===== src/hdl/pcnt_cfg_pkg.sv =====
package pcnt_cfg_pkg;

    ////////////////////
    // measurement window
    ////////////////////

    // 80 MHz clock, 1 ms window.
    localparam int window_cycles_def = 80_000;

    // gate timer must hold window_cycles_def - 1.
    localparam int timer_width = 17;

    ////////////////////
    // count widths
    ////////////////////

    // largest decimal display supported.
    localparam int max_digits = 8;

    // binary window tally for upload, wraps modulo 2^16.
    localparam int tally_width = 16;

    // window sequence number in the upload record.
    localparam int seq_width = 16;

endpackage

===== src/hdl/pcnt_data_pkg.sv =====
package pcnt_data_pkg;

    // one decimal digit.
    typedef logic [3:0] bcd_digit_t;

    // display digits, digit[0] is the least significant.
    // digits above the configured count read zero.
    typedef struct packed {
        bcd_digit_t [pcnt_cfg_pkg::max_digits-1:0] digit;
    } bcd_display_t;

    // decimal count plus its sticky overflow flag, 33 bits.
    typedef struct packed {
        logic         ovf;
        bcd_display_t display;
    } decimal_count_t;

    ////////////////////
    // network upload
    ////////////////////

    // one record per window, 33 bits.
    typedef struct packed {
        logic                               ovf;
        logic [pcnt_cfg_pkg::seq_width-1:0]   seq;
        logic [pcnt_cfg_pkg::tally_width-1:0] tally;
    } window_record_t;

endpackage


===== src/hdl/pulse_counter_top.sv =====
`timescale 1ns/1ps

module pulse_counter_top #(
    parameter int window_cycles = pcnt_cfg_pkg::window_cycles_def,
    parameter int num_digits    = pcnt_cfg_pkg::max_digits
) (
    input  logic                          clk,
    input  logic                          rst_n,
    input  logic                          en,
    input  logic                          pulse,
    output pcnt_data_pkg::decimal_count_t window_count,
    output pcnt_data_pkg::decimal_count_t total_count,
    output pcnt_data_pkg::window_record_t record,
    output logic                          record_update
);

    logic pulse_event;
    logic update;
    logic clear;

    ////////////////////
    // front end
    ////////////////////

    pulse_edge_sync pulse_edge_sync_inst (
        .clk         (clk),
        .rst_n       (rst_n),
        .pulse       (pulse),
        .pulse_event (pulse_event)
    );

    gate_timer #(
        .window_cycles (window_cycles)
    ) gate_timer_inst (
        .clk    (clk),
        .rst_n  (rst_n),
        .en     (en),
        .update (update),
        .clear  (clear)
    );

    ////////////////////
    // counters
    ////////////////////

    // display count, cleared every window.
    bcd_counter #(
        .num_digits (num_digits)
    ) window_counter_inst (
        .clk   (clk),
        .rst_n (rst_n),
        .en    (en),
        .inc   (pulse_event),
        .clear (clear),
        .count (window_count)
    );

    // running total, only en low clears it.
    bcd_counter #(
        .num_digits (num_digits)
    ) total_counter_inst (
        .clk   (clk),
        .rst_n (rst_n),
        .en    (en),
        .inc   (pulse_event),
        .clear (1'b0),
        .count (total_count)
    );

    window_capture window_capture_inst (
        .clk           (clk),
        .rst_n         (rst_n),
        .en            (en),
        .pulse_event   (pulse_event),
        .update        (update),
        .clear         (clear),
        .window_ovf    (window_count.ovf),
        .record        (record),
        .record_update (record_update)
    );

endmodule


===== src/hdl/window_capture.sv =====
`timescale 1ns/1ps

module window_capture (
    input  logic                          clk,
    input  logic                          rst_n,
    input  logic                          en,
    input  logic                          pulse_event,
    input  logic                          update,
    input  logic                          clear,
    input  logic                          window_ovf,
    output pcnt_data_pkg::window_record_t record,
    output logic                          record_update
);

    localparam int tw = pcnt_cfg_pkg::tally_width;

    logic [tw-1:0]                      tally_q;
    logic [tw-1:0]                      tally_next;
    logic [pcnt_cfg_pkg::seq_width-1:0] seq_q;

    // includes an event in the update cycle itself.
    assign tally_next = tally_q + {{(tw-1){1'b0}}, pulse_event};

    always_ff @(posedge clk or negedge rst_n) begin
        if (!rst_n) begin
            tally_q       <= '0;
            seq_q         <= '0;
            record        <= '0;
            record_update <= 1'b0;
        end else if (!en) begin
            tally_q       <= '0;
            seq_q         <= '0;
            record        <= '0;
            record_update <= 1'b0;
        end else begin
            record_update <= update;
            // event in the clear cycle belongs to no window.
            if (clear) begin
                tally_q <= '0;
            end else begin
                tally_q <= tally_next;
            end
            if (update) begin
                record <= '{ovf: window_ovf, seq: seq_q, tally: tally_next};
                seq_q  <= seq_q + 1'b1;
            end
        end
    end

endmodule


===== src/hdl/bcd_counter.sv =====
`timescale 1ns/1ps

module bcd_counter #(
    parameter int num_digits = pcnt_cfg_pkg::max_digits
) (
    input  logic                         clk,
    input  logic                         rst_n,
    input  logic                         en,
    input  logic                         inc,
    input  logic                         clear,
    output pcnt_data_pkg::decimal_count_t count
);

    pcnt_data_pkg::bcd_display_t digits_q;
    pcnt_data_pkg::bcd_display_t digits_d;
    logic                        ovf_q;

    // carry[i] feeds digit i, carry[num_digits] is the wrap out.
    logic [pcnt_cfg_pkg::max_digits:0] carry;

    ////////////////////
    // same-cycle carry
    ////////////////////

    always_comb begin
        digits_d = '0;
        carry    = '0;
        carry[0] = inc;
        for (int i = 0; i < num_digits; i++) begin
            if (carry[i]) begin
                if (digits_q.digit[i] == 4'd9) begin
                    digits_d.digit[i] = 4'd0;
                    carry[i+1]        = 1'b1;
                end else begin
                    digits_d.digit[i] = digits_q.digit[i] + 4'd1;
                end
            end else begin
                digits_d.digit[i] = digits_q.digit[i];
            end
        end
    end

    ////////////////////
    // state
    ////////////////////

    // clear wins over a coincident inc, that event is dropped.
    always_ff @(posedge clk or negedge rst_n) begin
        if (!rst_n) begin
            digits_q <= '0;
            ovf_q    <= 1'b0;
        end else if (!en || clear) begin
            digits_q <= '0;
            ovf_q    <= 1'b0;
        end else begin
            digits_q <= digits_d;
            // sticky on roll from all nines.
            if (carry[num_digits]) begin
                ovf_q <= 1'b1;
            end
        end
    end

    assign count = '{ovf: ovf_q, display: digits_q};

endmodule


===== src/hdl/gate_timer.sv =====
`timescale 1ns/1ps

module gate_timer #(
    parameter int window_cycles = pcnt_cfg_pkg::window_cycles_def
) (
    input  logic clk,
    input  logic rst_n,
    input  logic en,
    output logic update,
    output logic clear
);

    localparam int tw = pcnt_cfg_pkg::timer_width;

    // strobe points, update one cycle ahead of clear.
    localparam logic [tw-1:0] update_at = tw'(window_cycles - 2);
    localparam logic [tw-1:0] last_cycle = tw'(window_cycles - 1);

    logic [tw-1:0] timer_q;

    // held at zero while disabled so the first window is full length.
    always_ff @(posedge clk or negedge rst_n) begin
        if (!rst_n) begin
            timer_q <= '0;
        end else if (!en) begin
            timer_q <= '0;
        end else if (timer_q == last_cycle) begin
            timer_q <= '0;
        end else begin
            timer_q <= timer_q + 1'b1;
        end
    end

    // latch the result before the window is cleared.
    assign update = en && (timer_q == update_at);
    assign clear  = en && (timer_q == last_cycle);

endmodule


===== src/hdl/pulse_edge_sync.sv =====
`timescale 1ns/1ps

module pulse_edge_sync (
    input  logic clk,
    input  logic rst_n,
    input  logic pulse,
    output logic pulse_event
);

    // two-flop synchronizer for the raw detector pulse.
    logic [1:0] sync_ff;
    // previous synchronized level.
    logic       level_prev;

    always_ff @(posedge clk or negedge rst_n) begin
        if (!rst_n) begin
            sync_ff <= 2'b00;
        end else begin
            sync_ff <= {sync_ff[0], pulse};
        end
    end

    // registered rising edge compare, one strobe per pulse.
    always_ff @(posedge clk or negedge rst_n) begin
        if (!rst_n) begin
            level_prev  <= 1'b0;
            pulse_event <= 1'b0;
        end else begin
            level_prev  <= sync_ff[1];
            pulse_event <= sync_ff[1] & ~level_prev;
        end
    end

endmodule


===== config.mk =====
export PLATFORM = sky130hd
export DESIGN_NAME = pulse_counter_top
export DESIGN_NICKNAME = d
export VERILOG_FILES = /design/src/hdl/pcnt_cfg_pkg.sv /design/src/hdl/pcnt_data_pkg.sv /design/src/hdl/pulse_counter_top.sv /design/src/hdl/window_capture.sv /design/src/hdl/bcd_counter.sv /design/src/hdl/gate_timer.sv /design/src/hdl/pulse_edge_sync.sv
export SDC_FILE = /design/constraint.sdc
export NUM_CORES = 1
export LEC_CHECK = 0
export ABC_AREA = 1
export BUFFER_PORTS_ARGS = -buffer_cell sky130_fd_sc_hd__buf_2
export CAP_MARGIN = 40
export CORE_UTILIZATION = 58
export CTS_CLUSTER_SIZE = 20
export DETAILED_ROUTE_END_ITERATION = 10
export PLACE_DENSITY = 0.8
export SKIP_CTS_REPAIR_TIMING = 1
export SLEW_MARGIN = 20
export SYNTH_ARGS = -nofsm -noshare
export SYNTH_HDL_FRONTEND = slang
export SYNTH_SLANG_ARGS = --single-unit

===== constraint.sdc =====
create_clock -name clk -period 2 [get_ports clk]
set_input_delay 0.1 -clock clk [delete_from_list [all_inputs] [get_ports clk]]
set_output_delay 0.1 -clock clk [all_outputs]
set_load 0.01 [all_outputs]

# Word-level counts from Yosys, hierarchy flattened
# Cells that the tools add are included.
# op_classes
n_addsub	19
reduce_logical	13
bitwise	2
n_mux	79
eq_ne	28
# op_table
operator	count
$mux 4	32
$mux 33	2
$add 4x1->4 const B	16
$eq 4x4->1 const B	16
$mux 16	4
$mux 32	2
$mux 1	37
$eq 17x17->1 const B	2
$mux 17	2
$ne 2x1->1 const B	10
$reduce_bool 2->1	9
$add 17x1->17 const B	1
$add 16x1->16	1
$add 16x1->16 const B	1
$logic_and 1x1->1	2
$and 1x1->1	1
$logic_not 1->1	1
$logic_or 1x1->1	1
$not 1->1	1
# totals
ff_bits	153
output_inout_bits	100
wordCells	169
inputBits	4

# Logic depth before layout (Yosys ltp)
# depth
ltp_word	12
mapped_depth	11
depth_no_buf	10

# By module
# Synthesis repeated with hierarchy kept, for this count alone.
# hier_totals
hier_cells	959
hier_area_um2	8027.7
# by_module_without_submodules
mod	area_each_um2	instances	seq_area_each_um2	cells_per_inst
bcd_counter	1961.9	2	825.8	229
window_capture	2987.9	1	1651.6	362
gate_timer	1002.2	1	425.4	132
pulse_edge_sync	110.1	1	100.1	6
pulse_counter_top	3.8	1	0.0	1

# Least setup slack after synthesis
# OpenSTA, ideal clock, no wires.
# synth_timing
path_type	register to register
start	reg window_counter_inst.digits_q, in the netlist window_counter_inst.count[9]
end	reg window_counter_inst.digits_q, in the netlist window_counter_inst.count[28]
arrival_ps	1549
synth_period_minus_slack_ps	1667
setup_ps	118
stages_incl_launch_ff	10
path_buffers	0
required_time_ps	1882
slack_ps	333
path_cell_list	dfrtp_1 > inv_1 > ha_1 > nand2_1 > nor2_1 > nand4_2 > nor2_4 > nand2_2 > nand3_1 > nand2_1
# synth_between
elab_chain_len	8
# synth_lines
element	line	rtl
start, declared	bcd_counter.sv:14	pcnt_data_pkg::bcd_display_t digits_q;
start signal, assigned	bcd_counter.sv:56	digits_q <= digits_d;
$eq 4x4->1	bcd_counter.sv:31	if (digits_q.digit[i] == 4'd9) begin
$mux 1	bcd_counter.sv:31	
$mux 1 (5 in series)	bcd_counter.sv:30	if (carry[i]) begin
$reduce_bool 2->1 (no source line)	n/a	
# Every way passes these cells.
# A chain may end at the register's enable or synchronous reset.

# Final worst setup path
# layout_timing
start	reg total_counter_inst.digits_q, in the netlist total_counter_inst.count[13]
end	reg total_counter_inst.digits_q, in the netlist total_counter_inst.count[28]
# layout_between
elab_chain_len	7
# layout_lines
element	line
start, declared	bcd_counter.sv:14
start signal, assigned	bcd_counter.sv:56
$eq 4x4->1	bcd_counter.sv:31
$mux 1	bcd_counter.sv:31
$mux 1 (4 in series)	bcd_counter.sv:30
$ne 2x1->1 (no source line)	n/a
# Every way passes these cells.

==> flow_summary.toml <==
[yosys]
synth_nets = 957
netlist_area_mm2 = 0.00791
synth_edf_count = 0
syn_inst = 916
ys_ff_latch = 153
synthArstFlopShare_pct = 100
synth.yosys.warnings = 0
synth_area_per_cell_um2 = 8.64
ys_seq_area_share_pct = 48.4
synthDistinctLibCells = 42
ys_dominant_reg_cell = "dfrtp_1"

[setup_path]
worst_path_max_delay_cell = "dfrtp_1"
r2r_cells = 10
crit_type = "register to register"
critical_path_required_ns = 2.35
path_cells = "inv_1 > ha_1 > nand2_1 > nor2_1 > nand4_4 > nor2_4 > nand2_2 > nand2_2 > nand3_1 > nand2_1"
critPathArrivalTime_ns = 2.24
r2r_end = "total_counter_inst.count[28]$_DFFE_PN0P_"
rrSetupSlack_ns = 0.12
startpoint = "total_counter_inst.count[13]$_DFFE_PN0P_"
cp-start-kind = "register"
reg2reg_from = "total_counter_inst.count[13]$_DFFE_PN0P_"
cp-end-kind = "register"
slowest_delay_ns = 0.42
critPathMaxFanout = 9

[worst_hold_path]
min_to = "gate_timer_inst.timer_q[15]$_DFF_PN0_"
holdCritStartpoint = "en"
min_path_cells = 3
hold_path.class = "primary input to register"

[power]
ir_drop_uv = 533
p_leak_nw = 4.73
p_per_area_mw_per_mm2 = 751
total_power_w = 0.00703

[cells_and_area]
syn2layout_area_growth_pct = 18.4
drive_gt1_share_pct = 18.4
nNetsFinal = 1081
final_cell_mix = "175 x nand2_1, 153 x dfrtp_1, 102 x buf_2"
finalNonFillerCells = 1229
final_common_cell = "nand2_1"
num_antenna_cells = 0
n_fill_cell = 1032

[sta]
slew_viol_final = 0
hold_viol = 0
setup_viol = 0
finalCriticalPeriod_ns = 1.88
setup_tns_ns = 0
finClkSkew_ns = 0.0107
finalCritPeriodShare_pct = 94.2
tightest_slew_ns = 0.569
timing.fmax_ghz = 0.531
maxSlewHeadroom_pct = 61.9
timing.hold.ws_ns = 0.176

[clocking]
insertion_delay_ns = 0.42
max-clock-path-buffers = 2
htree_levels = 4
cts.sinks = 153
cts_tree = "yes"
cts_root_buf = "clkbuf_16"
cts.reportedPaths.clkPinSlew_ns = 0.06
numCtsBuffers = 17

[placed_design]
dp_hpwl_um = 11800
placedCellCount = 1188
port_buffers = 103
place_congestion = 0.864

[detailed_routing]
drc_errors = 0
via_per_inst = 5.52
first_iter_violations = 547
routed_wl_um = 17600
first_pass_iters = 6
wl_per_cell_um = 14.3
vias = 6781
ant_nets = 0

[floorplan]
die_h_um = 119
rows = 42
die-area_mm2 = 0.0141
die_w_um = 119
initial_utilization_pct = 59.5
core_area_mm2 = 0.0133
io_pins = 104

[run]
max_cap_viol_count = 0

[global_route]
grt_pass1_vias = 6227
antenna_found_initial = 0
grt_pass1_wl_um = 29400
track_usage_pct = 25.9
grt_remaining_overflow = 0
grt_max_degree = 60

[outcome]
run_status = "completed"
## Yosys cell counts, drive strengths merged, types with 2 or more instances
master	number	area (µm²)
o31ai	3	22.5
inv	101	382
a21oi	23	115
nand2	182	711
a31oi	3	18.8
o21bai	3	22.5
nand4	37	274
xor2	32	280
dfrtp	153	3830
o21ai	79	410
buf	18	144
nand3	89	450
xnor2	9	78.8
clkbuf	2	7.51
nor3	21	110
and2	2	12.5
o22ai	6	37.5
ha	37	463
nor2	108	484
## where the power goes
part,switching [W],internal [W]
logic,0.000263,0.000134
clock network,0.00127,0.00215
registers,0.0000668,0.00315
total,0.00160,0.00544
## kinds of logic (layout without fill, tap and decap cells)
family	Yosys count	after routing	synth area share (%)
XOR/XNOR	41	41	4.54
AND/OR/NAND/NOR	443	443	26.2
buffers and inverters	121	258	6.74
flip-flops	153	153	48.4
AO/OA/AOI/OAI	121	121	8.33
adder cells (fa/ha/maj)	37	37	5.85
## through the flow
| step | setup slack [ns] | cell area [µm²] | util (%) |
|---|---|---|---|
| finish | 0.116 | 9370 | 70.4 |
| global route | -0.0135 | 9370 | 70.4 |
| CTS | 0.0623 | 9270 | 69.7 |
| detailed placement | 0.0931 | 8640 | 65.0 |
| global placement | 0.110 | 8640 | 65.0 |
| floorplan | 0.333 | 7910 | - |
## worst max-delay path: cells and delay by family (launching register included)
| family | cells | cell delay, ns |
|---|---|---|
| fa+ha+maj | 1 | 0.13 |
| simple gates | 8 | 1.19 |
| buf+inv | 1 | 0.07 |
| flops | 1 | 0.42 |
## worst max path at each step
stage	end	depth (start not counted)
after floorplan	window_counter_inst.count[28]$_DFFE_PN0P_	9
after detailed placement	window_counter_inst.count[28]$_DFFE_PN0P_	9
after global routing	total_counter_inst.count[30]$_DFFE_PN0P_	10
after CTS	window_counter_inst.count[31]$_DFFE_PN0P_	9
after global placement	window_counter_inst.count[31]$_DFFE_PN0P_	9
final	total_counter_inst.count[28]$_DFFE_PN0P_	10
## flip-flops by register name, summed over array words and instances, names as in the netlist
| register | flops |
|---|---|
| pulse_edge_sync_inst.sync_ff | 2 |
| pulse_edge_sync_inst.level_prev | 1 |
| total_counter_inst.count | 32 |
| window_capture_inst.record | 33 |
| gate_timer_inst.timer_q | 17 |
| window_counter_inst.ovf_q | 1 |
| window_capture_inst.seq_q | 16 |
| pulse_edge_sync_inst.pulse_event | 1 |
| total_counter_inst.ovf_q | 1 |
| window_counter_inst.count | 32 |
| window_capture_inst.record_update | 1 |
| window_capture_inst.tally_q | 16 |
## metal layers
layer	GRT usage (%)	part of all wire (%)	vias up
met5	0	0	-
met4	7.67	0.88	0
met3	6.03	5.1	10
met2	42.0	49	206
met1	34.8	45	3298
li1	-	-	3267
## layout make-up
cell class,count,area (µm²),share of cell area [%]
Timing Repair Buffer,125,729,7.79
Tap cell,176,220,2.35
Sequential cell,153,3830,40.9
Clock inverter,11,170,1.82
Multi-Input combinational cell,642,3570,38.2
Inverter,101,384,4.10
Clock buffer,21,460,4.92
No activity file was read; power rests on OpenSTA's default activity.
